[src/wb_width_pkg.sv]
package wb_width_pkg;

   // Datapath word
   localparam int data_w = 32;

   // Word-aligned PC drops the two low address bits
   localparam int pc_w = 30;

   // Register file has 32 entries
   localparam int reg_aw = 5;

   // One-hot branch opcode bus
   localparam int bru_opc_w = 8;

   typedef logic [data_w-1:0]    data_t;
   typedef logic [pc_w-1:0]      pc_t;
   typedef logic [reg_aw-1:0]    reg_addr_t;
   typedef logic [bru_opc_w-1:0] bru_opc_t;

endpackage

[src/wb_commit_pkg.sv]
package wb_commit_pkg;

   // Number of exception events reported by the EPU
   localparam int exc_w = 7;

   typedef logic [exc_w-1:0] exc_vec_t;

   // Event positions inside exc_vec_t
   localparam int exc_eret      = 0;
   localparam int exc_esyscall  = 1;
   localparam int exc_einsn     = 2;
   localparam int exc_eipf      = 3;
   localparam int exc_eitm      = 4;
   localparam int exc_eirq      = 5;
   localparam int exc_flush_tlb = 6;

   // Relative jump bit in the BRU opcode bus
   localparam int bru_jmprel_bit = 0;

endpackage

[src/wb_result_mux.sv]
module wb_result_mux (
   input  logic                alu_1_valid,
   input  wb_width_pkg::data_t alu_1_dout,
   input  logic                alu_2_valid,
   input  wb_width_pkg::data_t alu_2_dout,
   input  logic                bru_valid,
   input  wb_width_pkg::data_t bru_dout,
   input  logic                bru_in_slot_1,
   input  logic                lpu_valid,
   input  wb_width_pkg::data_t lpu_dout,
   input  logic                lpu_in_slot_1,
   input  logic                epu_valid,
   input  wb_width_pkg::data_t epu_dout,
   input  logic                epu_in_slot_1,
   input  logic                lsu_valid,
   input  logic                lsu_in_slot_1,
   input  logic                slot_2_in_pred_path,
   output logic                byp_valid_1,
   output logic                byp_valid_2,
   output wb_width_pkg::data_t byp_dout_1,
   output wb_width_pkg::data_t byp_dout_2,
   output logic                res_valid_2,
   output logic                slot_occ_1,
   output logic                slot_occ_2
);

   localparam int dw = wb_width_pkg::data_w;

   logic bru_sel_1, bru_sel_2;
   logic lpu_sel_1, lpu_sel_2;
   logic epu_sel_1, epu_sel_2;

   // Shared units pick a slot by their in_slot_1 select
   assign bru_sel_1 = bru_valid & bru_in_slot_1;
   assign bru_sel_2 = bru_valid & ~bru_in_slot_1;
   assign lpu_sel_1 = lpu_valid & lpu_in_slot_1;
   assign lpu_sel_2 = lpu_valid & ~lpu_in_slot_1;
   assign epu_sel_1 = epu_valid & epu_in_slot_1;
   assign epu_sel_2 = epu_valid & ~epu_in_slot_1;

   // Units that return a result in this stage
   assign byp_valid_1 = alu_1_valid | bru_sel_1 | lpu_sel_1 | epu_sel_1;
   assign res_valid_2 = alu_2_valid | bru_sel_2 | lpu_sel_2 | epu_sel_2;

   // Slot 2 is only bypassed when it lies on the predicted path
   assign byp_valid_2 = res_valid_2 & slot_2_in_pred_path;

   // A memory access also occupies its slot, though its data comes later
   assign slot_occ_1 = byp_valid_1 | (lsu_valid & lsu_in_slot_1);
   assign slot_occ_2 = res_valid_2 | (lsu_valid & ~lsu_in_slot_1);

   // At most one claimer per slot, so masked OR acts as a one-hot mux
   assign byp_dout_1 = (alu_1_dout & {dw{alu_1_valid}}) |
                       (bru_dout & {dw{bru_sel_1}}) |
                       (lpu_dout & {dw{lpu_sel_1}}) |
                       (epu_dout & {dw{epu_sel_1}});

   assign byp_dout_2 = (alu_2_dout & {dw{alu_2_valid}}) |
                       (bru_dout & {dw{bru_sel_2}}) |
                       (lpu_dout & {dw{lpu_sel_2}}) |
                       (epu_dout & {dw{epu_sel_2}});

endmodule

[src/wb_exc_commit.sv]
module wb_exc_commit (
   input  logic                    clk,
   input  logic                    rst_n,
   input  logic                    stall,
   input  logic                    flush,
   input  logic                    epu_valid,
   input  wb_commit_pkg::exc_vec_t epu_exc,
   input  logic                    epu_in_slot_1,
   output wb_commit_pkg::exc_vec_t commit_slot_1,
   output wb_commit_pkg::exc_vec_t commit_slot_2,
   output logic                    epu_commit_valid
);

   logic take;

   // Events only count with a live EPU result that is not being flushed
   assign take = epu_valid & ~flush;

   always_ff @(posedge clk or negedge rst_n)
   begin
      if (!rst_n)
      begin
         commit_slot_1    <= '0;
         commit_slot_2    <= '0;
         epu_commit_valid <= 1'b0;
      end
      else if (!stall)
      begin
         epu_commit_valid <= take;
         // Flags go to the slot the EPU served and the other slot reads zero
         if (take && epu_in_slot_1)
            commit_slot_1 <= epu_exc;
         else
            commit_slot_1 <= '0;
         if (take && !epu_in_slot_1)
            commit_slot_2 <= epu_exc;
         else
            commit_slot_2 <= '0;
      end
   end

endmodule

[src/wb_bru_capture.sv]
module wb_bru_capture #(
   parameter int bpu_upd_w = 16
) (
   input  logic                   clk,
   input  logic                   rst_n,
   input  logic                   stall,
   input  logic                   flush,
   input  logic                   bru_valid,
   input  logic                   bru_in_slot_1,
   input  logic                   bru_is_bcc,
   input  logic                   bru_is_breg,
   input  wb_width_pkg::pc_t      slot_1_pc,
   input  wb_width_pkg::pc_t      slot_2_pc,
   input  logic [bpu_upd_w-1:0]   slot_1_bpu_upd,
   input  logic [bpu_upd_w-1:0]   slot_2_bpu_upd,
   input  wb_width_pkg::bru_opc_t bru_opc,
   output logic                   bpu_wb_valid,
   output logic                   bpu_wb_is_bcc,
   output logic                   bpu_wb_is_breg,
   output logic                   bpu_wb_en,
   output wb_width_pkg::pc_t      bpu_wb_pc,
   output logic [bpu_upd_w-1:0]   bpu_wb_upd
);

   wb_width_pkg::pc_t    br_pc;
   logic [bpu_upd_w-1:0] br_upd;

   // PC and update record of the slot holding the branch
   assign br_pc  = bru_in_slot_1 ? slot_1_pc : slot_2_pc;
   assign br_upd = bru_in_slot_1 ? slot_1_bpu_upd : slot_2_bpu_upd;

   always_ff @(posedge clk or negedge rst_n)
   begin
      if (!rst_n)
         bpu_wb_valid <= 1'b0;
      else if (!stall)
         bpu_wb_valid <= bru_valid & ~flush;
   end

   always_ff @(posedge clk)
   begin
      if (!stall)
      begin
         bpu_wb_pc      <= br_pc;
         bpu_wb_upd     <= br_upd;
         bpu_wb_is_bcc  <= bru_is_bcc;
         bpu_wb_is_breg <= bru_is_breg;
         // Relative jumps are resolved by predecode and never train the BPU
         bpu_wb_en      <= ~bru_opc[wb_commit_pkg::bru_jmprel_bit];
      end
   end

endmodule

[src/wb_slot_reg.sv]
module wb_slot_reg (
   input  logic                    clk,
   input  logic                    rst_n,
   input  logic                    stall,
   input  logic                    flush,
   input  logic                    res_valid_1,
   input  logic                    res_valid_2,
   input  wb_width_pkg::data_t     res_dout_1,
   input  wb_width_pkg::data_t     res_dout_2,
   input  logic                    slot_occ_1,
   input  logic                    slot_occ_2,
   input  logic                    slot_1_rd_we,
   input  logic                    slot_2_rd_we,
   input  wb_width_pkg::reg_addr_t slot_1_rd_addr,
   input  wb_width_pkg::reg_addr_t slot_2_rd_addr,
   input  logic                    lsu_in_slot_1,
   output logic                    s1o_valid_1,
   output logic                    s1o_valid_2,
   output wb_width_pkg::data_t     s1o_dout_1,
   output wb_width_pkg::data_t     s1o_dout_2,
   output logic                    s1o_rd_we_1,
   output logic                    s1o_rd_we_2,
   output wb_width_pkg::reg_addr_t s1o_rd_addr_1,
   output wb_width_pkg::reg_addr_t s1o_rd_addr_2,
   output logic                    lsu_rd_we,
   output wb_width_pkg::reg_addr_t lsu_rd_addr
);

   logic                    lsu_we_nxt;
   wb_width_pkg::reg_addr_t lsu_addr_nxt;

   // Destination of the slot that carries the memory access
   assign lsu_we_nxt   = lsu_in_slot_1 ? slot_1_rd_we : slot_2_rd_we;
   assign lsu_addr_nxt = lsu_in_slot_1 ? slot_1_rd_addr : slot_2_rd_addr;

   always_ff @(posedge clk or negedge rst_n)
   begin
      if (!rst_n)
      begin
         s1o_valid_1 <= 1'b0;
         s1o_valid_2 <= 1'b0;
         lsu_rd_we   <= 1'b0;
      end
      else if (!stall)
      begin
         s1o_valid_1 <= res_valid_1 & ~flush;
         s1o_valid_2 <= res_valid_2 & ~flush;
         lsu_rd_we   <= lsu_we_nxt;
      end
   end

   always_ff @(posedge clk)
   begin
      if (!stall)
      begin
         s1o_dout_1    <= res_dout_1;
         s1o_dout_2    <= res_dout_2;
         // Empty slots never request a register write
         s1o_rd_we_1   <= slot_1_rd_we & slot_occ_1;
         s1o_rd_we_2   <= slot_2_rd_we & slot_occ_2;
         s1o_rd_addr_1 <= slot_1_rd_addr;
         s1o_rd_addr_2 <= slot_2_rd_addr;
         lsu_rd_addr   <= lsu_addr_nxt;
      end
   end

endmodule

[src/wb_buf_top.sv]
module wb_buf_top #(
   parameter int bpu_upd_w = 16
) (
   input  logic                    clk,
   input  logic                    rst_n,
   input  logic                    stall,
   input  logic                    flush,
   // Scheduler
   input  wb_width_pkg::pc_t       slot_1_pc,
   input  wb_width_pkg::pc_t       slot_2_pc,
   input  logic                    slot_1_rd_we,
   input  logic                    slot_2_rd_we,
   input  wb_width_pkg::reg_addr_t slot_1_rd_addr,
   input  wb_width_pkg::reg_addr_t slot_2_rd_addr,
   input  logic [bpu_upd_w-1:0]    slot_1_bpu_upd,
   input  logic [bpu_upd_w-1:0]    slot_2_bpu_upd,
   input  logic                    slot_2_in_pred_path,
   input  logic                    lsu_valid,
   input  logic                    lsu_in_slot_1,
   // Functional units
   input  logic                    alu_1_valid,
   input  wb_width_pkg::data_t     alu_1_dout,
   input  logic                    alu_2_valid,
   input  wb_width_pkg::data_t     alu_2_dout,
   input  logic                    bru_valid,
   input  wb_width_pkg::data_t     bru_dout,
   input  logic                    bru_in_slot_1,
   input  logic                    bru_is_bcc,
   input  logic                    bru_is_breg,
   input  wb_width_pkg::bru_opc_t  bru_opc,
   input  logic                    lpu_valid,
   input  wb_width_pkg::data_t     lpu_dout,
   input  logic                    lpu_in_slot_1,
   input  logic                    epu_valid,
   input  wb_width_pkg::data_t     epu_dout,
   input  logic                    epu_in_slot_1,
   input  wb_commit_pkg::exc_vec_t epu_exc,
   // Bypass network
   output logic                    byp_valid_1,
   output logic                    byp_valid_2,
   output wb_width_pkg::data_t     byp_dout_1,
   output wb_width_pkg::data_t     byp_dout_2,
   // Next stage
   output logic                    s1o_valid_1,
   output logic                    s1o_valid_2,
   output wb_width_pkg::data_t     s1o_dout_1,
   output wb_width_pkg::data_t     s1o_dout_2,
   output logic                    s1o_rd_we_1,
   output logic                    s1o_rd_we_2,
   output wb_width_pkg::reg_addr_t s1o_rd_addr_1,
   output wb_width_pkg::reg_addr_t s1o_rd_addr_2,
   output logic                    lsu_rd_we,
   output wb_width_pkg::reg_addr_t lsu_rd_addr,
   output wb_commit_pkg::exc_vec_t commit_slot_1,
   output wb_commit_pkg::exc_vec_t commit_slot_2,
   output logic                    epu_commit_valid,
   // Branch predictor update
   output logic                    bpu_wb_valid,
   output logic                    bpu_wb_is_bcc,
   output logic                    bpu_wb_is_breg,
   output logic                    bpu_wb_en,
   output wb_width_pkg::pc_t       bpu_wb_pc,
   output logic [bpu_upd_w-1:0]    bpu_wb_upd
);

   logic res_valid_2;
   logic slot_occ_1;
   logic slot_occ_2;

   wb_result_mux result_mux_i (
      .alu_1_valid         (alu_1_valid),
      .alu_1_dout          (alu_1_dout),
      .alu_2_valid         (alu_2_valid),
      .alu_2_dout          (alu_2_dout),
      .bru_valid           (bru_valid),
      .bru_dout            (bru_dout),
      .bru_in_slot_1       (bru_in_slot_1),
      .lpu_valid           (lpu_valid),
      .lpu_dout            (lpu_dout),
      .lpu_in_slot_1       (lpu_in_slot_1),
      .epu_valid           (epu_valid),
      .epu_dout            (epu_dout),
      .epu_in_slot_1       (epu_in_slot_1),
      .lsu_valid           (lsu_valid),
      .lsu_in_slot_1       (lsu_in_slot_1),
      .slot_2_in_pred_path (slot_2_in_pred_path),
      .byp_valid_1         (byp_valid_1),
      .byp_valid_2         (byp_valid_2),
      .byp_dout_1          (byp_dout_1),
      .byp_dout_2          (byp_dout_2),
      .res_valid_2         (res_valid_2),
      .slot_occ_1          (slot_occ_1),
      .slot_occ_2          (slot_occ_2)
   );

   wb_exc_commit exc_commit_i (
      .clk              (clk),
      .rst_n            (rst_n),
      .stall            (stall),
      .flush            (flush),
      .epu_valid        (epu_valid),
      .epu_exc          (epu_exc),
      .epu_in_slot_1    (epu_in_slot_1),
      .commit_slot_1    (commit_slot_1),
      .commit_slot_2    (commit_slot_2),
      .epu_commit_valid (epu_commit_valid)
   );

   wb_bru_capture #(
      .bpu_upd_w (bpu_upd_w)
   ) bru_capture_i (
      .clk            (clk),
      .rst_n          (rst_n),
      .stall          (stall),
      .flush          (flush),
      .bru_valid      (bru_valid),
      .bru_in_slot_1  (bru_in_slot_1),
      .bru_is_bcc     (bru_is_bcc),
      .bru_is_breg    (bru_is_breg),
      .slot_1_pc      (slot_1_pc),
      .slot_2_pc      (slot_2_pc),
      .slot_1_bpu_upd (slot_1_bpu_upd),
      .slot_2_bpu_upd (slot_2_bpu_upd),
      .bru_opc        (bru_opc),
      .bpu_wb_valid   (bpu_wb_valid),
      .bpu_wb_is_bcc  (bpu_wb_is_bcc),
      .bpu_wb_is_breg (bpu_wb_is_breg),
      .bpu_wb_en      (bpu_wb_en),
      .bpu_wb_pc      (bpu_wb_pc),
      .bpu_wb_upd     (bpu_wb_upd)
   );

   // Slot 1 registers the bypass result as is, slot 2 takes the ungated valid
   wb_slot_reg slot_reg_i (
      .clk            (clk),
      .rst_n          (rst_n),
      .stall          (stall),
      .flush          (flush),
      .res_valid_1    (byp_valid_1),
      .res_valid_2    (res_valid_2),
      .res_dout_1     (byp_dout_1),
      .res_dout_2     (byp_dout_2),
      .slot_occ_1     (slot_occ_1),
      .slot_occ_2     (slot_occ_2),
      .slot_1_rd_we   (slot_1_rd_we),
      .slot_2_rd_we   (slot_2_rd_we),
      .slot_1_rd_addr (slot_1_rd_addr),
      .slot_2_rd_addr (slot_2_rd_addr),
      .lsu_in_slot_1  (lsu_in_slot_1),
      .s1o_valid_1    (s1o_valid_1),
      .s1o_valid_2    (s1o_valid_2),
      .s1o_dout_1     (s1o_dout_1),
      .s1o_dout_2     (s1o_dout_2),
      .s1o_rd_we_1    (s1o_rd_we_1),
      .s1o_rd_we_2    (s1o_rd_we_2),
      .s1o_rd_addr_1  (s1o_rd_addr_1),
      .s1o_rd_addr_2  (s1o_rd_addr_2),
      .lsu_rd_we      (lsu_rd_we),
      .lsu_rd_addr    (lsu_rd_addr)
   );

endmodule

[config.mk]
export PLATFORM = sky130hd
export DESIGN_NAME = wb_buf_top
export DESIGN_NICKNAME = d
export VERILOG_FILES = /design/src/wb_width_pkg.sv /design/src/wb_commit_pkg.sv /design/src/wb_result_mux.sv /design/src/wb_exc_commit.sv /design/src/wb_bru_capture.sv /design/src/wb_slot_reg.sv /design/src/wb_buf_top.sv
export SDC_FILE = /design/constraint.sdc
export NUM_CORES = 1
export LEC_CHECK = 0
export BUFFER_PORTS_ARGS = -buffer_cell sky130_fd_sc_hd__buf_4
export CAP_MARGIN = 20
export CORE_AREA = 8 8 194 196
export DETAILED_ROUTE_END_ITERATION = 6
export DIE_AREA = 0 0 202 204
export HOLD_SLACK_MARGIN = 0.1
export RECOVER_POWER = 25
export SYNTH_ARGS = -nofsm -noshare
export SYNTH_HDL_FRONTEND = slang
export SYNTH_SLANG_ARGS = --single-unit
[constraint.sdc]
create_clock -name clk -period 1.2 [get_ports clk]
set_input_delay 0.12 -clock clk [delete_from_list [all_inputs] [get_ports clk]]
set_output_delay 0.12 -clock clk [all_outputs]
set_load 0.1 [all_outputs]
# Yosys cells after proc, flatten, opt, wreduce, memory -nomap -nowiden
# Cells that the tools add are included.
# word_totals
ramBits	0
inputBits	296
rom_bits	0
register_bits	149
mem_count	0
output_inout_bits	215
latchBits	0
wordCells	71
# classes
order_cmp	0
bitwise_logic	43
reduce_logical	3
shift	0
eq_ne	0
n_addsub	0
mul	0
mux	6
n_div	0
# op_table
operator	n
32-bit AND	8
32-bit bitwise OR	6
30-bit 2-to-1 mux	1
16-bit 2-to-1 mux	1
1-bit AND	15
7-bit 2-to-1 mux	2
1-bit bitwise OR	8
1-bit inverter	6
5-bit 2-to-1 mux	1
1-bit logical AND	2
1-bit logical NOT	1
1-bit 2-to-1 mux	1

# Logic depth before layout (Yosys ltp)
# Gate-level depths: netlist (run 1).
# depth
word_depth	7
depth_mapped	6
mapped_depth_nobuf	3

# Cells and area by module
# A second synthesis (run 1) with hierarchy kept.
# hier_totals
cells_unflattened	503
hier_area_um2	7014.2
# by_module_without_submodules
mod	area_per_inst_um2	seq_area_each_um2	cells_per_inst	n_inst
wb_slot_reg	2658.8	2507.4	102	1
wb_bru_capture	2278.4	1496.4	106	1
wb_result_mux	1412.6	0.0	237	1
wb_exc_commit	664.4	375.4	58	1

# Worst setup path before layout (run 1)
# No wires, ideal clock.
# synth_path
path_type	input port to flip-flop
start	input port stall
end	register bru_capture_i.bpu_wb_en (enable)
required_time_ns	-0.065
setup_time_ns	1.265
arrival_ns	2.819
slack_ns	-2.884
n_path_buf	1
stages	2
path_cell_list	clkbuf_1 > clkinv_1
# synth_rtl
item	line_no	source
start, declared	wb_buf_top.sv:6	input logic stall,
end signal, assigned	wb_bru_capture.sv:49	bpu_wb_en <= ~bru_opc[wb_commit_pkg::bru_jmprel_bit];
end, declared	wb_bru_capture.sv:20	output logic bpu_wb_en,
# No word-level cell between the ends.

# Worst setup path in the final report (run 1)
# layout_path
start	input port epu_valid
end	output port byp_dout_2[22]
# layout_between
elab_chain_len	3
# layout_rtl
item	line_no	source
start, declared	wb_buf_top.sv:34	input logic epu_valid,
1-bit AND	wb_result_mux.sv:39	assign epu_sel_2 = epu_valid & ~epu_in_slot_1;
32-bit AND	wb_result_mux.sv:61	(epu_dout & {dw{epu_sel_2}});
32-bit bitwise OR	wb_result_mux.sv:60	(lpu_dout & {dw{lpu_sel_2}}) |
end, declared	wb_buf_top.sv:42	output wb_width_pkg::data_t byp_dout_2,
# Every way passes these cells.

==> impl_metrics.env, run 1 <==
export IMPL_status="finished with violations"
export IMPL_failed_checks="negative setup slack"
export IMPL_pwr_share_comb_pct=48.0
export IMPL_required_ps=1080
export IMPL_fin_ws_ps=-190
export IMPL_cts_buffer_depth=2
export IMPL_finalHoldViolations=0
export IMPL_grtUsageTotal_pct=19.7
export IMPL_critPathKind="input port to output pin"
export IMPL_ys_flop_type="edfxtp_1"
export IMPL_fin_skew_ps=0
export IMPL_wirelength_um=42500
export IMPL_slew_limit_headroom_pct=39.9
export IMPL_grt_max_degree=40
export IMPL_die_height_um=204
export IMPL_area_delta_synth_final_pct=150
export IMPL_ys_types=25
export IMPL_gp_congestion=0.824
export IMPL_clkLatencyLatePin_ps=430
export IMPL_synth_area_per_cell_um2=13.4
export IMPL_ir_drop_mv=0.964
export IMPL_swShare_pct=43.1
export IMPL_grt_pass1_vias=8589
export IMPL_start_util_pct=19.2
export IMPL_final_common_cell="buf_4"
export IMPL_finalPower_w=0.0224
export IMPL_numClockSinks=149
export IMPL_cts_tree="built"
export IMPL_stdcell_count=1688
export IMPL_internal_power_w=0.0127
export IMPL_yosysWarnings=0
export IMPL_htreeDepth=4
export IMPL_port_buffers=503
export IMPL_via_per_inst=4.48
export IMPL_ys_seq_elements=149
export IMPL_setup_violations=155
export IMPL_worstMarginPinSlew_ps=900
export IMPL_post_route_drc_count=0
export IMPL_crit_fanout=7
export IMPL_finalCritPeriodShare_pct=116
export IMPL_whs_ps=11.5
export IMPL_power_frac_seq_pct=28.9
export IMPL_reg2reg_slack_ps=440
export IMPL_post_route_util_pct=48.0
export IMPL_fin_crit_ps=1390
export IMPL_first_pass_iters=4
export IMPL_min_path_type="input port to register"
export IMPL_wire_per_inst_um=25.2
export IMPL_drv_cap=0
export IMPL_final_antenna_net_count=0
export IMPL_clkPwrFrac_pct=23.0
export IMPL_die_width_um=202
export IMPL_dp_cells=1489
export IMPL_dr_total_vias=7558
export IMPL_cp_start_kind="input port"
export IMPL_path_clk_slew_ps=70
export IMPL_synth_area_mm2=0.00668
export IMPL_io_pins=511
export IMPL_dpl_hpwl_um=28800
export IMPL_synth_edff_count=130
export IMPL_final_nets=1509
export IMPL_cts_buffers_inserted=17
export IMPL_synth_cells=499
export IMPL_yosysSeqAreaShare_pct=65.5
export IMPL_leakage_nw=6.99
export IMPL_holdBufCountCts=120
export IMPL_layout_common_cells="buf_4, buf_6, edfxtp_1, a22oi_2, dlygate4sd3_1"
export IMPL_grt_pass1_wl_um=59900
export IMPL_arrival_ps=1270
export IMPL_die_area_mm2=0.0412
export IMPL_multi_input_area_mm2=0.00329
export IMPL_fillers=2944
export IMPL_switchingPower_w=0.00965
export IMPL_synthArstFlopShare_pct=12.8
export IMPL_endpoint_kind="output pin"
export IMPL_rsz0062_at_grt="yes"
export IMPL_drive_gt1_share_pct=73.1
export IMPL_cts_root_buf="clkbuf_16"
export IMPL_regArea_mm2=0.00438
export IMPL_fmax_mhz=719
export IMPL_power_density_mw_per_mm2=1340
export IMPL_rows=69
export IMPL_antenna_found_initial=2
export IMPL_slew_violations=0
export IMPL_drtIter0Drc=313
export IMPL_syn_num_nets=795
export IMPL_core_mm2=0.0348
export IMPL_grt_ovfl_total=0
==> metrics by stage <==
step / setup TNS, ps / setup WS, ps / cell area, um^2
2_1_floorplan: -14620 / -355 / 7870
3_3_place_gp: -26850 / -362 / 12600
3_5_place_dp: -27370 / -364 / 12600
4_1_cts: -6800 / -205 / 16500
5_1_grt: -20210 / -219 / 16700
6_report: -7230 / -190 / 16700
==> final cells by class <==
type                    count  share of cell area [%]
repair buffers            736                    47.4
diodes                      1                  0.0150
multi-input cells         307                    19.7
flip-flops and latches    149                    26.2
inverters                   2                  0.0674
well taps                 461                    3.45
clock inverters            13                   0.651
clock buffers              19                    2.59
==> worst max-delay path: stages <==
cell	delay, ps
buf_12	110
buf_6	110
nor2b_4	150
buf_12	140
buf_16	150
a22oi_2	210
nand2_4	90
buf_12	170
==> power by group through the flow <==
stage / Combinational, W / Clock, W / Sequential (W)
after global placement: 0.00894 / 0 / 0.00645
after CTS: 0.0106 / 0.00532 / 0.00645
after floorplan: 0.00293 / 0 / 0.00983
after detailed placement: 0.00896 / 0 / 0.00646
final: 0.0108 / 0.00516 / 0.00648
after global routing: 0.0110 / 0.00548 / 0.00652
==> cells by family after synthesis <==
kind of cell	synth area share [%]
AO/OA/AOI/OAI	16.4
flip-flops	65.5
AND/OR/NAND/NOR	6.50
multiplexers	8.75
buffers and inverters	2.83
==> path summary, 6_finish.rpt <==
kind	start	endpoint	cells past startpoint
setup / recovery	epu_valid	byp_dout_2[22]	8
hold / removal	lpu_dout[29]	slot_reg_i.s1o_dout_1[29]	3
setup reg to reg	slot_reg_i.s1o_valid_1	slot_reg_i.s1o_valid_1	1
hold reg to reg	exc_commit_i.commit_slot_2[0]	exc_commit_i.commit_slot_2[0]	2
max in group asynchronous	rst_n	exc_commit_i.commit_slot_1[2]	3
min in group asynchronous	rst_n	exc_commit_i.commit_slot_1[5]	3
==> cell usage after synthesis, drive strengths merged, types with 3 or more instances <==
library cell	n	area share (%)
buf	7	0.69
and2	4	0.41
o21ai	10	0.75
mux2	51	8.6
clkbuf	36	2.0
dfrtp	19	7.1
nand2	89	5.0
a22oi	128	14
nand2b	3	0.28
o31ai	8	0.90
edfxtp	130	58
nor2b	4	0.37
==> what timing repair did <==
action                     CTS  global route
setup endpoints to repair  208           158
hold endpoints to repair   162            50
resized for setup          400            47
pin swaps                   43            35
buffers inserted            22            18
gates cloned                11             1
==> per-layer routing <==
layer	GRT usage, %	vias to the layer above	routed length, um
met5	0	-	13
met4	5.87	2	1080
met3	8.13	60	4140
met2	35.4	414	22100
met1	20.9	3693	15200
li1	-	3389	-
==> registers in the layout (all words and copies together), names as in the netlist <==
register                       cells
exc_commit_i.epu_commit_valid      1
bru_capture_i.bpu_wb_is_breg       1
slot_reg_i.s1o_rd_we_1             1
slot_reg_i.lsu_rd_we               1
slot_reg_i.s1o_rd_we_2             1
slot_reg_i.s1o_valid_1             1
bru_capture_i.bpu_wb_upd          16
exc_commit_i.commit_slot_1         7
slot_reg_i.s1o_dout_1             32
bru_capture_i.bpu_wb_en            1
exc_commit_i.commit_slot_2         7
bru_capture_i.bpu_wb_pc           30
slot_reg_i.s1o_rd_addr_2           5
slot_reg_i.lsu_rd_addr             5
bru_capture_i.bpu_wb_is_bcc        1
slot_reg_i.s1o_rd_addr_1           5
slot_reg_i.s1o_dout_2             32
bru_capture_i.bpu_wb_valid         1
slot_reg_i.s1o_valid_2             1
No activity file was read; power rests on OpenSTA's default activity.
==> run 2: changes to the inputs <==
CORE_AREA = 8 8 191 193   (was 8 8 194 196)
DIE_AREA = 0 0 199 201   (was 0 0 202 204)
SYNTH_HIERARCHICAL = 1   (was not set)
==> run 2 against run 1 <==
Compared with the run above: register-to-register slack worse by 70 ps; largest power group unchanged; sequential power barely moved; cell area up 0.79%; sequential cell count is the same; critical path depth fell by 1; core utilization grew 2.6 points; largest cell class unchanged; power rose by 2.0%; the flow still finishes with violations (negative setup slack).
==> impl_metrics.env, run 2 <==
export IMPL_layout_common_cells="buf_4, buf_6, edfxtp_1, a22oi_2, dlygate4sd3_1"
export IMPL_rows=67
export IMPL_wire_per_inst_um=24.9
export IMPL_final_common_cell="buf_4"
export IMPL_post_route_drc_count=0
export IMPL_whs_ps=7.00
export IMPL_slew_violations=0
export IMPL_yosysWarnings=6
export IMPL_ir_drop_mv=0.926
export IMPL_power_frac_seq_pct=28.3
export IMPL_arrival_ps=1190
export IMPL_antenna_found_initial=1
export IMPL_htreeDepth=4
export IMPL_fin_crit_ps=1310
export IMPL_fin_tns_setup_ps=-2810
export IMPL_yosys_top_cells_area="edfxtp_1, a22oi_1, mux2_4, dfrtp_1, nand2_1"
export IMPL_cp_slowest_stage_delay_ps=260
export IMPL_placed_area_mm2=0.0129
export IMPL_finalHoldViolations=0
export IMPL_top_regs="slot_reg_i/s1o_dout_1 (32), slot_reg_i/s1o_dout_2 (32), bru_capture_i/bpu_wb_pc (30)"
export IMPL_die_area_mm2=0.0400
export IMPL_min_path_type="input port to register"
export IMPL_top_layer="met4"
export IMPL_clkLatencyLatePin_ps=440
export IMPL_stdcell_area_mm2=0.0168
export IMPL_io_pins=511
export IMPL_critPathTopFamily="buffers and inverters"
export IMPL_grt_pass1_vias=8563
export IMPL_setup_violations=66
export IMPL_final_nets=1504
export IMPL_drtIter0Drc=255
export IMPL_wl_met1_um=14300
export IMPL_finalPower_w=0.0228
export IMPL_synthArstFlopShare_pct=12.8
export IMPL_die_height_um=201
export IMPL_crit_fanout=7
export IMPL_path_buf_inv=4
export IMPL_pre_cts_ws_ps=-337
export IMPL_wirelength_um=41500
export IMPL_grt_ovfl_total=0
export IMPL_cts_buffers_inserted=17
export IMPL_grt_pass1_wl_um=58300
export IMPL_failed_checks="negative setup slack"
export IMPL_first_pass_iters=4
export IMPL_wl_met2_um=21600
export IMPL_dr_total_vias=7502
export IMPL_synth_edff_count=130
export IMPL_synthTopCellsByCount="edfxtp_1, a22oi_1, nand2_1"
export IMPL_swShare_pct=43.3
export IMPL_fillers=2710
export IMPL_cp_slowest_cell="a22oi_2"
export IMPL_fin_ws_ps=-107
export IMPL_grtUsageTotal_pct=20.1
export IMPL_rsz0062_at_grt="yes"
export IMPL_synth_area_mm2=0.00701
export IMPL_switchingPower_w=0.00990
export IMPL_clkPwrFrac_pct=24.6
export IMPL_final_antenna_net_count=0
export IMPL_synth_cells=503
export IMPL_power_density_mw_per_mm2=1360
export IMPL_fin_skew_ps=0
export IMPL_via_per_inst=4.49
export IMPL_synth_most_common_cell="edfxtp_1"
export IMPL_die_width_um=199
export IMPL_gp_congestion=0.877
export IMPL_path_clk_slew_ps=70
export IMPL_post_synth_top_area_cell="edfxtp_1"
export IMPL_met3_length_um=4370
export IMPL_internal_power_w=0.0129
export IMPL_ys_seq_elements=149
export IMPL_area_delta_synth_final_pct=140
export IMPL_start_util_pct=21.1
export IMPL_worstMarginPinSlew_ps=500
export IMPL_cts_tree="built"
export IMPL_cp_start_kind="input port"
export IMPL_ys_flop_type="edfxtp_1"
export IMPL_dpl_hpwl_um=29600
export IMPL_yosysSeqAreaShare_pct=62.4
export IMPL_drv_cap=0
export IMPL_cts_buffer_depth=2
export IMPL_finalCritPeriodShare_pct=109
export IMPL_core_mm2=0.0333
export IMPL_endpoint_kind="output pin"
export IMPL_cts_root_buf="clkbuf_16"
export IMPL_syn_num_nets=799
export IMPL_synth_top_area_share_pct=55.7
export IMPL_port_buffers=503
export IMPL_path_cells="buf_6 > and2_4 > buf_12 > buf_6 > a22oi_2 > nand2_4 > buf_12"
export IMPL_pwr_share_comb_pct=47.1
export IMPL_critPathKind="input port to output pin"
export IMPL_numClockSinks=149
export IMPL_status="finished with violations"
export IMPL_fmax_mhz=765
export IMPL_drive_gt1_share_pct=73.2
export IMPL_slew_limit_headroom_pct=66.6
export IMPL_leakage_nw=7.17
export IMPL_grt_max_degree=34
export IMPL_synth_area_per_cell_um2=13.9
export IMPL_ys_types=25
export IMPL_required_ps=1080
export IMPL_holdBufCountCts=123
-- run 2: changes by cell type after synthesis, moves of 2 or more --
cell,previous run,this run
mux2_2,51,6
mux2_4,0,45
nand2_1,89,83
clkbuf_1,36,31
buf_12,0,4
buf_2,4,0
inv_1,1,5
nand2b_1,3,7
nand2b_4,0,4
o31ai_1,8,4
buf_6,2,5
o31ai_2,0,3
buf_4,0,2
o21ai_1,0,2
-- run 2: per-stage QoR --
stage	cells	util, %
floorplan	503	-
global placement	1481	38.9
detailed placement	1481	38.9
CTS	1660	50.2
global route	1670	50.6
finish	1670	50.6
-- run 2: worst paths after layout --
kind | cells past startpoint | startpoint | slack [ps] | end
min in group asynchronous | 3 | rst_n | 680 | slot_reg_i/lsu_rd_we
max | 7 | epu_valid | -110 | byp_dout_1[19]
max in group asynchronous | 3 | rst_n | 300 | exc_commit_i/commit_slot_2[6]
min | 3 | epu_dout[18] | 7 | slot_reg_i/s1o_dout_2[18]
max reg2reg | 3 | exc_commit_i/commit_slot_2[3] | 370 | exc_commit_i/commit_slot_2[3]
min reg2reg | 2 | exc_commit_i/commit_slot_2[5] | 520 | exc_commit_i/commit_slot_2[5]
-- run 2: what timing repair did --
| item | CTS | global route |
|---|---|---|
| setup endpoints to repair | 215 | 148 |
| pin swaps | 44 | 37 |
| cloned | 8 | 2 |
| gates resized for setup | 410 | 25 |
| setup buffers | 18 | 11 |
| hold endpoints to repair | 162 | 45 |
-- run 2: per-layer routing --
metal | vias up | GRT usage, %
met5 | - | 0
li1 | 3371 | -
met4 | 0 | 7.57
met2 | 414 | 36.4
met3 | 65 | 8.63
met1 | 3652 | 20.0
-- run 2: logic make-up (layout without fill, tap and decap cells) --
| family | after synthesis | in the layout | share of synthesized area (%) |
|---|---|---|---|
| DFF | 149 | 149 | 62.4 |
| other | 0 | 1 | 0 |
| buffers and inverters | 47 | 765 | 4.08 |
| AOI/OAI and AO/OA | 149 | 149 | 15.7 |
| and+or+nand+nor | 106 | 106 | 7.05 |
| muxes | 52 | 52 | 10.7 |
-- run 2: power by group through the flow --
stage	registers (W)	logic [W]	clock network, W
after detailed placement	0.00646	0.00914	0
final	0.00647	0.0108	0.00562
after global placement	0.00644	0.00912	0
after global routing	0.00651	0.0110	0.00592
after floorplan	0.00983	0.00311	0
after CTS	0.00645	0.0107	0.00575
-- run 2: cell type report --
| cell class | count | area (um^2) | area share [%] |
|---|---|---|---|
| clock inverter | 12 | 105 | 0.624 |
| timing repair buffer | 728 | 7780 | 46.2 |
| antenna | 1 | 2.50 | 0.0149 |
| tap | 448 | 561 | 3.33 |
| inverter | 5 | 23.8 | 0.141 |
| sequential | 149 | 4380 | 26.0 |
| clock buffer | 20 | 489 | 2.90 |
| multi-input combinational | 307 | 3500 | 20.8 |
-- run 2: worst register-to-register path, stage by stage, from the launching register on --
cell and delay (ps):
dfrtp_1 420, buf_4 150, nand2_1 70, o31ai_1 80
